`config.mk`:
```
export PLATFORM = sky130hd
export DESIGN_NAME = byte_queue_top
export DESIGN_NICKNAME = d
export VERILOG_FILES = /design/src/common/axil_pkg.sv /design/src/common/queue_pkg.sv /design/src/fifo/fifo.sv /design/src/axil_capture.sv /design/src/byte_queue_top.sv /design/src/queue_regs.sv
export SDC_FILE = /design/constraint.sdc
export NUM_CORES = 1
export LEC_CHECK = 0
export BUFFER_PORTS_ARGS = -buffer_cell sky130_fd_sc_hd__buf_2
export CAP_MARGIN = 40
export CORE_AREA = 2 2 116 118
export CTS_CLUSTER_DIAMETER = 200
export CTS_CLUSTER_SIZE = 40
export DETAILED_ROUTE_END_ITERATION = 10
export DIE_AREA = 0 0 118 120
export PLACE_DENSITY = 0.83
export SLEW_MARGIN = 25
export SYNTH_ARGS = -nofsm -noshare
export SYNTH_HDL_FRONTEND = slang
export SYNTH_SLANG_ARGS = --single-unit
```
`constraint.sdc`:
```
create_clock -name clk -period 5.1 [get_ports clk]
set_input_delay 1.02 -clock clk [delete_from_list [all_inputs] [get_ports clk]]
set_output_delay 1.02 -clock clk [all_outputs]
set_load 0.005 [all_outputs]
```
`src/common/axil_pkg.sv`:
```
/* axil_pkg
   bus-side types for the AXI4-Lite register port: address, data, response code and transactions */
`default_nettype none

package axil_pkg;

   // the register map spans 16 bytes, so four address bits are enough
   localparam int ADDR_WIDTH = 4;
   localparam int DATA_WIDTH = 32;

   typedef logic [ADDR_WIDTH-1:0] addr_t;
   typedef logic [DATA_WIDTH-1:0] data_t;
   typedef logic [1:0]            resp_t;

   // standard AXI response encodings, EXOKAY is never produced by this slave
   localparam resp_t RESP_OKAY   = 2'b00;
   localparam resp_t RESP_SLVERR = 2'b10;
   localparam resp_t RESP_DECERR = 2'b11;

   // one captured transaction as the register stage sees it
   // reads carry zero in the data field
   typedef struct packed {
      logic  write;
      addr_t addr;
      data_t data;
   } axil_req_t;

   // answer to one transaction, the data field only matters for reads
   typedef struct packed {
      data_t data;
      resp_t resp;
   } axil_resp_t;

endpackage

`default_nettype wire

```
`src/common/queue_pkg.sv`:
```
/* queue_pkg
   queue-side constants and types: depth, entry width, fill count, register map, status bits */
`default_nettype none

package queue_pkg;

   localparam int QUEUE_DEPTH = 16;
   localparam int ITEM_WIDTH  = 8;

   // the count must reach QUEUE_DEPTH itself, hence the extra bit
   localparam int COUNT_WIDTH = $clog2(QUEUE_DEPTH + 1);

   typedef logic [ITEM_WIDTH-1:0]  item_t;
   typedef logic [COUNT_WIDTH-1:0] count_t;

   // register offsets on the bus
   localparam axil_pkg::addr_t REG_DATA   = 4'h0;
   localparam axil_pkg::addr_t REG_STATUS = 4'h4;

   // STATUS layout
   // bits 4:0 hold the fill count, the flags sit in their own bytes
   localparam int STAT_EMPTY_BIT = 8;
   localparam int STAT_FULL_BIT  = 9;
   localparam int STAT_OVF_BIT   = 16;
   localparam int STAT_UNF_BIT   = 17;

endpackage

`default_nettype wire

```
`src/fifo/fifo.sv`:
```
/* fifo
   show-ahead circular buffer with an occupancy counter, the oldest entry is always on head_data */
`timescale 1ns/1ps
`default_nettype none

module fifo #(
   parameter int WIDTH = 8,
   parameter int DEPTH = 16
) (
   input  wire                           clk,
   input  wire                           rst_n,
   input  wire                           push,
   input  wire  [WIDTH-1:0]              push_data,
   input  wire                           pop,
   output logic [WIDTH-1:0]              head_data,
   output logic                          full,
   output logic                          empty,
   output logic [$clog2(DEPTH + 1)-1:0]  count
);

   // a depth of one still needs a one-bit pointer
   localparam int PTR_W = (DEPTH > 1) ? $clog2(DEPTH) : 1;
   localparam int CNT_W = $clog2(DEPTH + 1);

   logic [WIDTH-1:0] mem [DEPTH];
   logic [PTR_W-1:0] wr_ptr;
   logic [PTR_W-1:0] rd_ptr;
   logic [CNT_W-1:0] count_q;

   // wraps at DEPTH-1 so that depths other than a power of two also work
   function automatic logic [PTR_W-1:0] next_ptr(input logic [PTR_W-1:0] ptr);
      if (ptr == PTR_W'(DEPTH - 1)) begin
         return '0;
      end
      return ptr + 1'b1;
   endfunction

   // storage array, written only on a push
   always_ff @(posedge clk) begin
      if (push) begin
         mem[wr_ptr] <= push_data;
      end
   end

   // pointers and occupancy
   // the caller guarantees no push while full and no pop while empty
   always_ff @(posedge clk or negedge rst_n) begin
      if (!rst_n) begin
         wr_ptr  <= '0;
         rd_ptr  <= '0;
         count_q <= '0;
      end else begin
         if (push) begin
            wr_ptr <= next_ptr(wr_ptr);
         end
         if (pop) begin
            rd_ptr <= next_ptr(rd_ptr);
         end
         // a push and a pop in the same cycle leave the count alone
         case ({push, pop})
            2'b10:   count_q <= count_q + CNT_W'(1);
            2'b01:   count_q <= count_q - CNT_W'(1);
            default: count_q <= count_q;
         endcase
      end
   end

   // show-ahead read port, no pop needed to see the head
   assign head_data = mem[rd_ptr];

   // flags follow the registered count, so they change on the same edge
   assign full  = (count_q == CNT_W'(DEPTH));
   assign empty = (count_q == '0);
   assign count = count_q;

endmodule

`default_nettype wire

```
`src/axil_capture.sv`:
```
/* axil_capture
   AXI4-Lite front stage, takes one transaction at a time and holds its response until taken */
`timescale 1ns/1ps
`default_nettype none

module axil_capture (
   input  wire                        clk,
   input  wire                        rst_n,
   // write address channel
   input  wire axil_pkg::addr_t       awaddr,
   input  wire                        awvalid,
   output logic                       awready,
   // write data channel
   input  wire axil_pkg::data_t       wdata,
   input  wire                        wvalid,
   output logic                       wready,
   // write response channel
   output axil_pkg::resp_t            bresp,
   output logic                       bvalid,
   input  wire                        bready,
   // read address channel
   input  wire axil_pkg::addr_t       araddr,
   input  wire                        arvalid,
   output logic                       arready,
   // read data channel
   output axil_pkg::data_t            rdata,
   output axil_pkg::resp_t            rresp,
   output logic                       rvalid,
   input  wire                        rready,
   // towards the register stage
   output axil_pkg::axil_req_t        req,
   output logic                       req_valid,
   input  wire axil_pkg::axil_resp_t  resp,
   input  wire                        resp_valid
);

   import axil_pkg::*;

   // execute covers both the request cycle and the wait for the registered answer
   typedef enum logic [1:0] {
      ST_IDLE,
      ST_EXEC,
      ST_RESP
   } state_t;

   state_t     state;
   axil_resp_t resp_q;
   logic       wr_accept;
   logic       rd_accept;
   logic       resp_taken;

   // the address and data channels of a write are opened together
   assign awready = (state == ST_IDLE);
   assign wready  = (state == ST_IDLE);

   // a half-presented write blocks reads, which is how writes win a tie
   assign arready = (state == ST_IDLE) && !awvalid && !wvalid;

   // a write needs both channels valid on the same edge
   assign wr_accept = (state == ST_IDLE) && awvalid && wvalid;
   assign rd_accept = arready && arvalid;

   // the stored write flag picks the channel that carries the answer
   assign bvalid = (state == ST_RESP) && req.write;
   assign rvalid = (state == ST_RESP) && !req.write;
   assign bresp  = resp_q.resp;
   assign rresp  = resp_q.resp;
   assign rdata  = resp_q.data;

   assign resp_taken = (bvalid && bready) || (rvalid && rready);

   always_ff @(posedge clk or negedge rst_n) begin
      if (!rst_n) begin
         state     <= ST_IDLE;
         req_valid <= 1'b0;
      end else begin
         // one-cycle pulse right after the accepting edge
         req_valid <= wr_accept || rd_accept;
         case (state)
            ST_IDLE: begin
               if (wr_accept || rd_accept) begin
                  state <= ST_EXEC;
               end
            end
            ST_EXEC: begin
               if (resp_valid) begin
                  state <= ST_RESP;
               end
            end
            ST_RESP: begin
               // stays here under back-pressure, nothing new gets in
               if (resp_taken) begin
                  state <= ST_IDLE;
               end
            end
            default: state <= ST_IDLE;
         endcase
      end
   end

   // captured request, held for the whole transaction
   always_ff @(posedge clk) begin
      if (wr_accept) begin
         req.write <= 1'b1;
         req.addr  <= awaddr;
         req.data  <= wdata;
      end else if (rd_accept) begin
         req.write <= 1'b0;
         req.addr  <= araddr;
         req.data  <= '0;
      end
   end

   // answer from the register stage, stable until the host takes it
   always_ff @(posedge clk) begin
      if (resp_valid && (state == ST_EXEC)) begin
         resp_q <= resp;
      end
   end

endmodule

`default_nettype wire

```
`src/byte_queue_top.sv`:
```
/* byte_queue_top
   byte queue peripheral, an AXI4-Lite front stage over a register stage and a 16-entry FIFO */
`timescale 1ns/1ps
`default_nettype none

module byte_queue_top (
   input  wire                   clk,
   input  wire                   rst_n,
   input  wire axil_pkg::addr_t  awaddr,
   input  wire                   awvalid,
   output logic                  awready,
   input  wire axil_pkg::data_t  wdata,
   input  wire                   wvalid,
   output logic                  wready,
   output axil_pkg::resp_t       bresp,
   output logic                  bvalid,
   input  wire                   bready,
   input  wire axil_pkg::addr_t  araddr,
   input  wire                   arvalid,
   output logic                  arready,
   output axil_pkg::data_t       rdata,
   output axil_pkg::resp_t       rresp,
   output logic                  rvalid,
   input  wire                   rready
);

   import axil_pkg::*;
   import queue_pkg::*;

   // capture to register stage
   axil_req_t  req;
   logic       req_valid;
   axil_resp_t resp;
   logic       resp_valid;

   // register stage to FIFO
   logic   push;
   item_t  push_data;
   logic   pop;
   item_t  head_data;
   logic   full;
   logic   empty;
   count_t count;

   axil_capture u_capture (
      .clk        (clk),
      .rst_n      (rst_n),
      .awaddr     (awaddr),
      .awvalid    (awvalid),
      .awready    (awready),
      .wdata      (wdata),
      .wvalid     (wvalid),
      .wready     (wready),
      .bresp      (bresp),
      .bvalid     (bvalid),
      .bready     (bready),
      .araddr     (araddr),
      .arvalid    (arvalid),
      .arready    (arready),
      .rdata      (rdata),
      .rresp      (rresp),
      .rvalid     (rvalid),
      .rready     (rready),
      .req        (req),
      .req_valid  (req_valid),
      .resp       (resp),
      .resp_valid (resp_valid)
   );

   queue_regs u_regs (
      .clk        (clk),
      .rst_n      (rst_n),
      .req        (req),
      .req_valid  (req_valid),
      .resp       (resp),
      .resp_valid (resp_valid),
      .push       (push),
      .push_data  (push_data),
      .pop        (pop),
      .head_data  (head_data),
      .full       (full),
      .empty      (empty),
      .count      (count)
   );

   // sized from the queue constants, the FIFO itself is generic
   fifo #(
      .WIDTH (ITEM_WIDTH),
      .DEPTH (QUEUE_DEPTH)
   ) u_fifo (
      .clk       (clk),
      .rst_n     (rst_n),
      .push      (push),
      .push_data (push_data),
      .pop       (pop),
      .head_data (head_data),
      .full      (full),
      .empty     (empty),
      .count     (count)
   );

endmodule

`default_nettype wire

```
`src/queue_regs.sv`:
```
/* queue_regs
   register execute stage, decodes DATA and STATUS, drives the FIFO and keeps the sticky flags */
`timescale 1ns/1ps
`default_nettype none

module queue_regs (
   input  wire                        clk,
   input  wire                        rst_n,
   input  wire axil_pkg::axil_req_t   req,
   input  wire                        req_valid,
   output axil_pkg::axil_resp_t       resp,
   output logic                       resp_valid,
   output logic                       push,
   output queue_pkg::item_t           push_data,
   output logic                       pop,
   input  wire queue_pkg::item_t      head_data,
   input  wire                        full,
   input  wire                        empty,
   input  wire queue_pkg::count_t     count
);

   import axil_pkg::*;
   import queue_pkg::*;

   logic       is_data;
   logic       is_status;
   logic       wr_ovf;
   logic       rd_unf;
   logic       status_clr;
   logic       ovf_q;
   logic       unf_q;
   data_t      status_word;
   axil_resp_t resp_d;

   assign is_data   = (req.addr == REG_DATA);
   assign is_status = (req.addr == REG_STATUS);

   // the legality check lives only here, the FIFO trusts these strobes
   assign push = req_valid && req.write && is_data && !full;
   assign pop  = req_valid && !req.write && is_data && !empty;

   // only the low byte of a DATA write is queued
   assign push_data = req.data[ITEM_WIDTH-1:0];

   // a refused push or pop, reported as SLVERR and latched in a sticky flag
   assign wr_ovf = req_valid && req.write && is_data && full;
   assign rd_unf = req_valid && !req.write && is_data && empty;

   // write-one-to-clear on the sticky bits
   assign status_clr = req_valid && req.write && is_status;

   // STATUS image, count in the low bits and the flags above it
   always_comb begin
      status_word = '0;
      status_word[COUNT_WIDTH-1:0] = count;
      status_word[STAT_EMPTY_BIT]  = empty;
      status_word[STAT_FULL_BIT]   = full;
      status_word[STAT_OVF_BIT]    = ovf_q;
      status_word[STAT_UNF_BIT]    = unf_q;
   end

   // answer for the request currently presented
   // errors always come back with zero data
   always_comb begin
      resp_d.data = '0;
      resp_d.resp = RESP_OKAY;
      if (!is_data && !is_status) begin
         resp_d.resp = RESP_DECERR;
      end else if (wr_ovf || rd_unf) begin
         resp_d.resp = RESP_SLVERR;
      end else if (!req.write) begin
         // a DATA read returns the head, which leaves the FIFO on this same edge
         resp_d.data = is_data ? data_t'(head_data) : status_word;
      end
   end

   always_ff @(posedge clk or negedge rst_n) begin
      if (!rst_n) begin
         resp_valid <= 1'b0;
         ovf_q      <= 1'b0;
         unf_q      <= 1'b0;
      end else begin
         resp_valid <= req_valid;
         if (wr_ovf) begin
            ovf_q <= 1'b1;
         end else if (status_clr && req.data[STAT_OVF_BIT]) begin
            ovf_q <= 1'b0;
         end
         if (rd_unf) begin
            unf_q <= 1'b1;
         end else if (status_clr && req.data[STAT_UNF_BIT]) begin
            unf_q <= 1'b0;
         end
      end
   end

   // registered answer, loaded once per request
   always_ff @(posedge clk) begin
      if (req_valid) begin
         resp <= resp_d;
      end
   end

endmodule

`default_nettype wire

```
==> results.py, run 1 <==
metrics = {
    "die": {
        "die_w_um": 118,
        "dieArea_um2": 14200,
        "start_util_pct": 61.1,
        "io-pin-count": 88,
        "die_y_um": 120,
        "num_rows": 42,
        "coreArea_um2": 13000,
    },
    "synth": {
        "synth-compound-area-share_pct": 3.55,
        "synthMuxAreaShare_pct": 12.3,
        "synth_xor_xnor_area_share_pct": 0.773,
        "synthFlopType": "edfxtp_1",
        "synthAdderAreaFrac_pct": 1.42,
        "syn_inst": 458,
        "synth.top_cell.area_share_pct": 64.4,
        "postSynthAreaPerCell_um2": 17.3,
        "synth-async-reset-ratio_pct": 10.0,
        "ys_types": 51,
        "yosys.cell_count.top_type": "edfxtp_1",
        "synth_area_leaders": "edfxtp_1 (64%), mux4_2 (10%), dfrtp_1 (6.0%)",
        "syn_area_um2": 7930,
        "synthSimpleGateAreaFrac_pct": 7.16,
        "synth_edf_count": 170,
        "synth_top_family_by_area": "multiplexers",
        "yosys_warnings": 0,
        "synth_top_cell_by_area": "edfxtp_1",
        "synth_common_cells": "edfxtp_1 (170), mux4_2 (36), buf_4 (26), nand2_1 (22)",
        "synth.ff_latch_count": 190,
        "ys_seq_area_share_pct": 70.6,
    },
    "worst_setup_path": {
        "start_kind": "flop",
        "crit_fanout": 9,
        "slowest_delay_ps": 660,
        "required_ps": 5420,
        "crit_top_cell": "ha_1",
        "crit_type": "reg -> reg",
        "path_cells": "nor4_1 > o2111ai_1 > inv_1 > ha_1 > xor2_1 > ha_1 > o211a_1 > or4_1 > nand3_1 > nor3b_1",
        "crit_arrival_ps": 3890,
        "cp-end-kind": "flop",
        "slowest_stage": "nor4_1",
        "rrSetupSlack_ps": 1530,
        "reg2reg_depth": 10,
    },
    "grt": {
        "antenna_found_initial": 0,
        "grt_pass1_wl_mm": 23.5,
        "grt_pass1_vias": 4139,
        "grt_usage_pct": 23.1,
        "overflow": 0,
        "grt_max_degree": 21,
    },
    "pwr": {
        "internal_power_mw": 2.77,
        "power_per_cell_area_nw_per_um2": 404,
        "power.switching_mw": 0.847,
        "power_frac_seq_pct": 52.7,
        "p_clk_share_pct": 38.8,
        "leakage_nw": 3.09,
        "vdd_drop_max_mv": 0.304,
        "p_sw_share_pct": 23.4,
        "share_comb_of_total_power_pct": 8.5,
    },
    "run": {
        "cap_violations": 0,
    },
    "timing": {
        "finalCritPeriodShare_pct": 70.0,
        "hold_viol": 0,
        "slew_headroom_pct": 42.3,
        "finalSetupViolCount": 0,
        "tightest_slew_ps": 858,
        "maxSlewViolCount": 0,
        "rsz0062_at_grt": "false",
        "hold_ws_ps": 419,
        "setup_slack_ps": 1530,
        "post-route-min-period_ps": 3570,
        "max_freq_mhz": 280,
        "fin_setup_tns_ps": 0,
        "finClkSkew_ps": 8.40,
    },
    "hold_path": {
        "hp-class": "reg -> reg",
        "holdPathStages": 0,
    },
    "clocking": {
        "clockBufferDepth": 2,
        "clockRootBuffer": "clkbuf_16",
        "clk_pin_slew_ps": 70,
        "htreeDepth": 4,
        "cts_setup_buffers": 0,
        "cts_hold_buf": 0,
        "cts-buffers-inserted": 17,
        "tritoncts": "built",
        "clock-sinks": 190,
        "post_cts_resized": 0,
        "clk_latency_ps": 440,
    },
    "final_layout": {
        "drive_above_1_share_pct": 27.5,
        "post-route-cell-area_um2": 8960,
        "num_antenna_cells": 0,
        "num-nets-final": 566,
        "area_growth_pct": 13.0,
    },
    "drt": {
        "wl_met2_mm": 8.34,
        "wl_per_cell_um": 22.4,
        "route.detailed.drc": 0,
        "vias": 4234,
        "dr.pass1.iters": 5,
        "routed_wl_mm": 15.6,
        "dr_wl_met3_mm": 1.08,
        "vias_per_cell": 6.06,
        "drt-met1-wl_mm": 6.03,
        "antenna_left": 0,
        "highest_layer": "met4",
        "drt-initial-drc-count": 480,
    },
    "placement": {
        "portBuffers": 45,
        "dpl_worst_slack_ps": 1650,
        "dp_hpwl_mm": 9.76,
        "placed_area_um2": 8290,
        "place.gp.congestion": 0.781,
    },
    "status": {
        "outcome": "complete, no violations",
    },
}
## layout make-up
type	instances	area, um^2
inverter	14	55.1
sequential	190	5600
multi-input combinational	229	2080
timing repair buffer	58	370
clock inverter	15	205
clock buffer	17	425
tap	176	220
fill	808	4020
## critical path, delay by kind of cell, from the launching register on
| family | cells | cell delay (ps) |
|---|---|---|
| compound gates | 2 | 650 |
| xor+xnor | 1 | 120 |
| fa+ha+maj | 2 | 630 |
| buf+inv | 1 | 280 |
| flops | 1 | 520 |
| simple gates | 4 | 1240 |
## cell families after synthesis
logic type                 after synthesis
xor gates and xnor gates                 7
muxes                                   51
adders and majority gates                9
DFF                                    190
AOI/OAI and AO/OA                       39
and+or+nand+nor                        103
buffers and inverters                   58
other                                    1
## final timing paths
kind / to / from
worst max-delay path: u_fifo.count[4] / u_capture.req[34]
worst min-delay path: u_capture.rdata[7] / u_regs.resp[9]
worst min register to register: u_capture.rdata[7] / u_regs.resp[9]
worst max register to register: u_fifo.count[4] / u_capture.req[34]
max in group asynchronous: u_fifo.rd_ptr[0] / rst_n
min in group asynchronous: u_fifo.count[0] / rst_n
## routing by layer
layer / vias to the layer above / GRT usage [%]
met1: 2150 / 28.9
met4: 0 / 8.28
met5: - / 0
met2: 225 / 39.7
met3: 23 / 5.70
li1: 1836 / -
## through the flow
| step | power [mW] | utilization [%] | instances |
|---|---|---|---|
| final | 3.62 | 69.0 | 699 |
| after global routing | 3.71 | 69.0 | 699 |
| after CTS | 3.63 | 68.7 | 695 |
| after detailed placement | 2.24 | 63.9 | 663 |
| after global placement | 2.21 | 63.4 | 660 |
| after floorplan | 2.14 | - | 477 |
## sequential cells by signal, indices dropped and copies added, names as in the netlist
signal and cells:
u_fifo.mem 128, u_capture.req 15, u_regs.resp 14, u_capture.rdata 12, u_fifo.count 5, u_fifo.rd_ptr 4, u_fifo.wr_ptr 4, u_capture.bresp 2
u_capture.state 2, u_capture.req_valid 1, u_regs.ovf_q 1, u_regs.resp_valid 1, u_regs.unf_q 1
## cells in the final DEF (no fill, tap or decap), types with 2 or more instances in the layout
| cell | instances |
|---|---|
| a21boi_0 | 5 |
| a21o_1 | 3 |
| a21oi_1 | 6 |
| a311oi_1 | 2 |
| and2_1 | 19 |
| and3_1 | 2 |
| buf_2 | 45 |
| buf_4 | 9 |
| buf_8 | 2 |
| bufinv_16 | 4 |
| clkbuf_16 | 17 |
| clkinv_4 | 2 |
| clkinvlp_4 | 2 |
| conb_1 | 20 |
| dfrtp_1 | 18 |
| edfxtp_1 | 170 |
| ha_1 | 9 |
| inv_1 | 13 |
| inv_6 | 5 |
| mux2_2 | 9 |
| mux2i_1 | 6 |
| mux4_2 | 36 |
| nand2_1 | 22 |
| nand2b_1 | 5 |
| nand3_1 | 4 |
| nand3b_1 | 2 |
| nor2_1 | 18 |
| nor2b_1 | 3 |
| nor3_1 | 5 |
| nor3b_1 | 5 |
| nor4_1 | 9 |
| o21ai_0 | 10 |
| o32ai_1 | 2 |
| or4_4 | 2 |
| xnor2_1 | 3 |
| xor2_1 | 4 |
## power groups by stage
| stage | Combinational [mW] | Clock, mW | Sequential [mW] |
|---|---|---|---|
| 5_1_grt | 0.331 | 1.47 | 1.92 |
| 4_1_cts | 0.305 | 1.42 | 1.90 |
| 3_3_place_gp | 0.266 | 0 | 1.94 |
| 2_1_floorplan | 0.244 | 0 | 1.89 |
| 6_report | 0.307 | 1.40 | 1.91 |
| 3_5_place_dp | 0.300 | 0 | 1.94 |
No activity file was read; power rests on OpenSTA's default activity.
==> run 2, diff against run 1 <==
--- a/config.mk
+++ b/config.mk
@@ -5,14 +5,15 @@
 export SDC_FILE = /design/constraint.sdc
 export NUM_CORES = 1
 export LEC_CHECK = 0
+export ABC_AREA = 1
 export BUFFER_PORTS_ARGS = -buffer_cell sky130_fd_sc_hd__buf_2
 export CAP_MARGIN = 40
-export CORE_AREA = 2 2 116 118
+export CORE_AREA = 2 2 124 126
 export CTS_CLUSTER_DIAMETER = 200
 export CTS_CLUSTER_SIZE = 40
 export DETAILED_ROUTE_END_ITERATION = 10
-export DIE_AREA = 0 0 118 120
-export PLACE_DENSITY = 0.83
+export DIE_AREA = 0 0 126 128
+export PLACE_DENSITY = 0.78
 export SLEW_MARGIN = 25
 export SYNTH_ARGS = -nofsm -noshare
 export SYNTH_HDL_FRONTEND = slang
==> constraint.sdc (replaced) <==
create_clock -name clk -period 3.33 [get_ports clk]
set_input_delay 0.666 -clock clk [delete_from_list [all_inputs] [get_ports clk]]
set_output_delay 0.666 -clock clk [all_outputs]
set_load 0.005 [all_outputs]
==> results.py, run 2 <==
metrics = {
    "synth": {
        "synth_top_cell_by_area": "edfxtp_1",
        "syn_inst": 808,
        "synth.top_cell.area_share_pct": 59.9,
        "synthFlopType": "edfxtp_1",
        "synth_edf_count": 170,
        "ys_seq_area_share_pct": 65.7,
        "postSynthAreaPerCell_um2": 10.5,
        "synth_area_leaders": "edfxtp_1 (60%), nand2_1 (9.8%), dfrtp_1 (5.6%)",
        "synth.ff_latch_count": 190,
        "synth_common_cells": "nand2_1 (223), edfxtp_1 (170), inv_1 (114), nor2_1 (75), nand3_1 (64)",
        "yosys_warnings": 0,
        "synth-async-reset-ratio_pct": 10.0,
        "yosys.cell_count.top_type": "nand2_1",
        "ys_types": 40,
        "syn_area_um2": 8520,
    },
    "final_layout": {
        "mostFrequentLayoutCells": "nand2_1 (223), edfxtp_1 (170), inv_1 (114)",
        "largest_reg_flops": 128,
        "final_common_cell": "nand2_1",
        "drive_above_1_share_pct": 13.3,
        "area_growth_pct": 9.99,
        "largestRegisters": "u_fifo.mem (128), u_capture.req (15), u_regs.resp (14)",
        "largest_register": "u_fifo.mem",
        "num_antenna_cells": 0,
        "num-nets-final": 907,
    },
    "pwr": {
        "p_clk_share_pct": 36.6,
        "p_sw_share_pct": 25.0,
        "internal_power_mw": 4.17,
        "leakage_nw": 4.00,
        "finalPower_mw": 5.56,
        "power.switching_mw": 1.39,
        "power_frac_seq_pct": 53.5,
        "vdd_drop_max_mv": 0.427,
        "power_per_cell_area_nw_per_um2": 593,
        "share_comb_of_total_power_pct": 9.9,
    },
    "drt": {
        "route.detailed.drc": 0,
        "drt-initial-drc-count": 515,
        "wl_per_cell_um": 16.1,
        "vias_per_cell": 5.27,
        "dr.pass1.iters": 5,
        "routed_wl_mm": 17.0,
        "vias": 5548,
        "antenna_left": 0,
    },
    "grt": {
        "grt_max_degree": 72,
        "grt_pass1_vias": 5367,
        "grt_usage_pct": 21.8,
        "met2_usage_pct": 37.5,
        "overflow": 0,
        "grt-busiest-layer": "met2",
        "antenna_found_initial": 0,
        "met3_usage_pct": 4.76,
        "grtUsageMet1_pct": 26.7,
        "grt_pass1_wl_mm": 26.3,
    },
    "placement": {
        "portBuffers": 45,
        "place.gp.congestion": 0.841,
        "dpl_worst_slack_ps": 910,
        "dp_hpwl_mm": 10.8,
    },
    "clocking": {
        "clock-sinks": 190,
        "post_cts_resized": 0,
        "tritoncts": "built",
        "cts_hold_buf": 0,
        "cts-buffers-inserted": 17,
        "htreeDepth": 4,
        "clockRootBuffer": "clkbuf_16",
        "clk_pin_slew_ps": 70,
        "clk_latency_ps": 440,
        "clockBufferDepth": 2,
        "cts_setup_buffers": 0,
    },
    "timing": {
        "finClkSkew_ps": 8.37,
        "finalCritPeriodShare_pct": 75.1,
        "max_freq_mhz": 400,
        "hold_ws_ps": 167,
        "setup_slack_ps": 829,
        "post-route-min-period_ps": 2500,
        "tightest_slew_ps": 797,
        "maxSlewViolCount": 0,
        "rsz0062_at_grt": "false",
        "finalSetupViolCount": 0,
        "hold_viol": 0,
        "slew_headroom_pct": 46.7,
        "fin_setup_tns_ps": 0,
    },
    "die": {
        "coreArea_um2": 14900,
        "start_util_pct": 57.3,
        "num_rows": 45,
        "dieArea_um2": 16100,
        "die_y_um": 128,
        "io-pin-count": 88,
        "die_w_um": 126,
    },
    "worst_setup_path": {
        "start_kind": "flop",
        "crit_type": "reg -> reg",
        "cp-end-kind": "flop",
        "crit_fanout": 16,
        "crit_arrival_ps": 2820,
        "required_ps": 3650,
        "r2r-start": "u_capture.req_valid",
        "crit_start": "u_capture.req_valid",
    },
    "status": {
        "outcome": "complete, no violations",
    },
    "run": {
        "cap_violations": 0,
    },
    "hold_path": {
        "hp-class": "in -> async",
    },
}
[run 2: changes by cell type in the layout (fill, tap and decap cells not counted), sizes merged, moves of 8 or more]
cell	previous run	this run
o211ai	0	10
nand2	22	225
inv	19	123
nor4	9	1
and2	19	0
nand3	4	65
nor2	19	85
mux4	36	0
nand4	0	10
[run 2: metal layers]
| metal | part of all wire (%) | wire (um) |
|---|---|---|
| met2 | 50 | 8570 |
| met3 | 6.3 | 1070 |
| met4 | 2.1 | 363 |
| met5 | 0 | 0 |
| met1 | 41 | 6970 |
[run 2: per-stage QoR]
| step | instances | utilization [%] | cell area (um^2) |
|---|---|---|---|
| 6_report | 1052 | 63.0 | 9370 |
| 5_1_grt | 1052 | 63.0 | 9370 |
| 4_1_cts | 1050 | 62.9 | 9350 |
| 3_5_place_dp | 1018 | 58.9 | 8760 |
| 3_3_place_gp | 1018 | 58.9 | 8750 |
| 2_1_floorplan | 827 | - | 8590 |
[run 2: cell type report]
type                       count  area (um^2)
sequential                   190         5600
fill                        1147         5490
multi-input combinational    466         2190
inverter                     124          470
clock buffer                  17          425
timing repair buffer          52          282
tap                          188          235
clock inverter                15          170
[run 2: worst max-delay path, stage by stage, from the launching register on]
cell and delay (ps):
dfrtp_1 360, buf_4 250, nand2_1 100, inv_2 90, nand3_4 90, nor2_8 190
inv_4 80, ha_1 280, ha_1 360, inv_1 90, o21bai_1 150, inv_1 80
nand3b_1 90, nand2_1 50, nand2_1 50, o21ai_0 70
[run 2: power by group through the flow]
stage | registers (mW) | clock network, mW | logic (mW)
2_1_floorplan | 2.97 | 0 | 0.419
3_3_place_gp | 3.01 | 0 | 0.521
3_5_place_dp | 3.02 | 0 | 0.542
4_1_cts | 2.97 | 2.05 | 0.544
5_1_grt | 2.99 | 2.13 | 0.616
6_report | 2.97 | 2.04 | 0.549
[run 2: final timing paths]
path                       slack (ps)  cells after the start            endpoint
max in group asynchronous        2820                      1    u_fifo.rd_ptr[0]
min in group clk                  430                      0  u_capture.rdata[6]
hold reg to reg                   430                      0  u_capture.rdata[6]
setup / recovery                  830                     15     u_fifo.count[4]
setup reg to reg                  830                     15     u_fifo.count[4]
hold / removal                    170                      1     u_fifo.count[2]
[run 2: cells by family after synthesis]
kind of cell / count (synthesis) / share of synthesized area [%]
AND/OR/NAND/NOR: 396 / 20.0
flip-flops: 190 / 65.7
buffers and inverters: 171 / 9.47
AO/OA/AOI/OAI: 31 / 2.19
adder cells (fa/ha/maj): 9 / 1.32
XOR/XNOR: 6 / 0.705
multiplexers: 4 / 0.529
other: 1 / 0.0440
==> run 3, diff against run 2 <==
--- a/config.mk
+++ b/config.mk
@@ -5,15 +5,15 @@
 export SDC_FILE = /design/constraint.sdc
 export NUM_CORES = 1
 export LEC_CHECK = 0
-export ABC_AREA = 1
+export ABC_AREA = 0
 export BUFFER_PORTS_ARGS = -buffer_cell sky130_fd_sc_hd__buf_2
 export CAP_MARGIN = 40
-export CORE_AREA = 2 2 124 126
+export CORE_AREA = 2 2 126 128
 export CTS_CLUSTER_DIAMETER = 200
 export CTS_CLUSTER_SIZE = 40
 export DETAILED_ROUTE_END_ITERATION = 10
-export DIE_AREA = 0 0 126 128
-export PLACE_DENSITY = 0.78
+export DIE_AREA = 0 0 128 130
+export PLACE_DENSITY = 0.75
 export SLEW_MARGIN = 25
 export SYNTH_ARGS = -nofsm -noshare
 export SYNTH_HDL_FRONTEND = slang
==> constraint.sdc (replaced) <==
create_clock -name clk -period 2.3 [get_ports clk]
set_input_delay 0.46 -clock clk [delete_from_list [all_inputs] [get_ports clk]]
set_output_delay 0.46 -clock clk [all_outputs]
set_load 0.005 [all_outputs]
==> results.py, run 3 (synthesized netlist as in run 1, its figures left out) <==
metrics = {
    "status": {
        "outcome": "finished with violations",
        "violations": "negative setup slack",
    },
    "timing": {
        "maxSlewViolCount": 0,
        "finalCritPeriodShare_pct": 116,
        "post-route-min-period_ps": 2670,
        "max_freq_mhz": 375,
        "setup_slack_ps": -370,
        "tightest_slew_ps": 665,
        "slew_headroom_pct": 55.7,
        "finalSetupViolCount": 68,
        "hold_viol": 0,
        "finClkSkew_ps": 6.09,
        "rsz0062_at_grt": "true",
    },
    "grt": {
        "grt_pass1_vias": 4185,
        "met2_usage_pct": 34.0,
        "grt_max_degree": 21,
        "antenna_found_initial": 0,
        "grt-busiest-layer": "met2",
        "grt_pass1_wl_mm": 23.9,
        "grt_usage_pct": 19.9,
        "met3_usage_pct": 3.94,
        "overflow": 0,
        "grtUsageMet1_pct": 25.0,
    },
    "final_layout": {
        "final_common_cell": "edfxtp_1",
        "drive_above_1_share_pct": 37.6,
        "layout.area.seq_um2": 5600,
        "largest_register": "u_fifo.mem",
        "area_growth_pct": 19.6,
        "largest_reg_flops": 128,
        "num_antenna_cells": 0,
        "multiInputGateArea_um2": 2250,
        "nFillCells": 1068,
        "mostFrequentLayoutCells": "edfxtp_1 (170), buf_2 (45), buf_4 (38)",
        "num-nets-final": 607,
        "largestRegisters": "u_fifo.mem (128), u_capture.req (15), u_regs.resp (14)",
        "post-route-cell-area_um2": 9490,
    },
    "drt": {
        "vias_per_cell": 5.72,
        "dr.pass1.iters": 4,
        "antenna_left": 0,
        "drt-initial-drc-count": 383,
        "route.detailed.drc": 0,
        "vias": 4328,
        "routed_wl_mm": 15.9,
        "wl_per_cell_um": 21.0,
    },
    "worst_setup_path": {
        "start_kind": "flop",
        "crit_type": "reg -> reg",
        "crit_fanout": 3,
        "reg2reg_depth": 10,
        "cp-end-kind": "flop",
        "crit_arrival_ps": 2980,
        "required_ps": 2610,
    },
    "placement": {
        "place.gp.congestion": 0.830,
        "portBuffers": 45,
        "placed_area_um2": 8690,
        "dpl_worst_slack_ps": -360,
        "dp_hpwl_mm": 10.1,
    },
    "die": {
        "io-pin-count": 88,
        "coreArea_um2": 15400,
        "die_w_um": 128,
        "die_y_um": 130,
        "start_util_pct": 51.4,
        "num_rows": 46,
        "dieArea_um2": 16600,
    },
    "clocking": {
        "clk_pin_slew_ps": 70,
        "clock-sinks": 190,
        "clockRootBuffer": "clkbuf_16",
        "tritoncts": "built",
        "clockBufferDepth": 2,
        "clk_latency_ps": 440,
        "cts-buffers-inserted": 17,
        "htreeDepth": 4,
    },
    "pwr": {
        "power_per_cell_area_nw_per_um2": 840,
        "p_clk_share_pct": 36.0,
        "vdd_drop_max_mv": 0.572,
        "leakage_nw": 3.30,
        "power.switching_mw": 1.99,
        "share_comb_of_total_power_pct": 12.0,
        "finalPower_mw": 7.97,
        "internal_power_mw": 5.99,
        "p_sw_share_pct": 24.9,
        "power_frac_seq_pct": 52.0,
    },
    "run": {
        "cap_violations": 0,
    },
    "hold_path": {
        "hp-class": "in -> reg",
        "holdPathStages": 2,
    },
}
==> run 3: layout make-up <==
class,instances,area share (%)
Multi-Input combinational cell,229,23.7
Sequential cell,190,59.0
Clock inverter,15,1.64
Timing Repair Buffer,99,8.01
Inverter,14,0.580
Tap cell,192,2.53
Clock buffer,17,4.48
==> run 3: layer usage <==
layer  share of wire (%)  up-vias
met2                  52      163
li1                    -     1915
met3                 5.8       39
met4                 2.8        0
met1                  39     2211
met5                   0        -
==> run 3: what timing repair did <==
action | 4_1_cts | 5_1_grt
endpoints found under the setup margin | 67 | 132
pin swaps | 9 | 4
hold endpoints to repair | 19 | 0
resized for setup | 29 | 16
buffers inserted | 6 | 4
hold buffers | 1 | 0
==> run 3: power by group through the flow <==
stage,registers [mW],logic [mW],clock network (mW)
2_1_floorplan,4.20,0.556,0
3_3_place_gp,4.19,0.903,0
3_5_place_dp,4.21,0.927,0
4_1_cts,4.14,0.949,2.91
5_1_grt,4.16,1.05,3.02
6_report,4.14,0.961,2.87
==> run 3: worst max-delay path, cell delays in order, from the launching register on <==
cell and delay [ps]:
edfxtp_1 400, or4_4 580, a211oi_4 240, inv_4 70
ha_4 190, xor2_2 140, ha_2 180, o211a_1 210
or4_1 390, nand3_1 90, nor3b_1 50
==> run 3: path summary, 6_finish.rpt <==
kind                            slack (ps)         startpoint                  to
min in group asynchronous              520              rst_n        u_regs.unf_q
worst min register to register         420     u_regs.resp[5]  u_capture.rdata[3]
worst max register to register        -370  u_capture.req[35]     u_fifo.count[4]
worst min-delay path                   300           wdata[7]    u_capture.req[7]
max in group asynchronous             1410              rst_n    u_fifo.rd_ptr[0]
worst max-delay path                  -370  u_capture.req[35]     u_fifo.count[4]
==> run 3: metrics by stage <==
stage / hold WS, ps / utilization, % / setup TNS [ps] / cells
global route: 288 / 61.5 / -10520 / 756
CTS: 282 / 60.9 / -2500 / 755
detailed placement: 407 / 56.3 / -4690 / 717
finish: 298 / 61.5 / -6130 / 756
global placement: 402 / 56.3 / -3020 / 717
floorplan: 164 / - / -15280 / 477
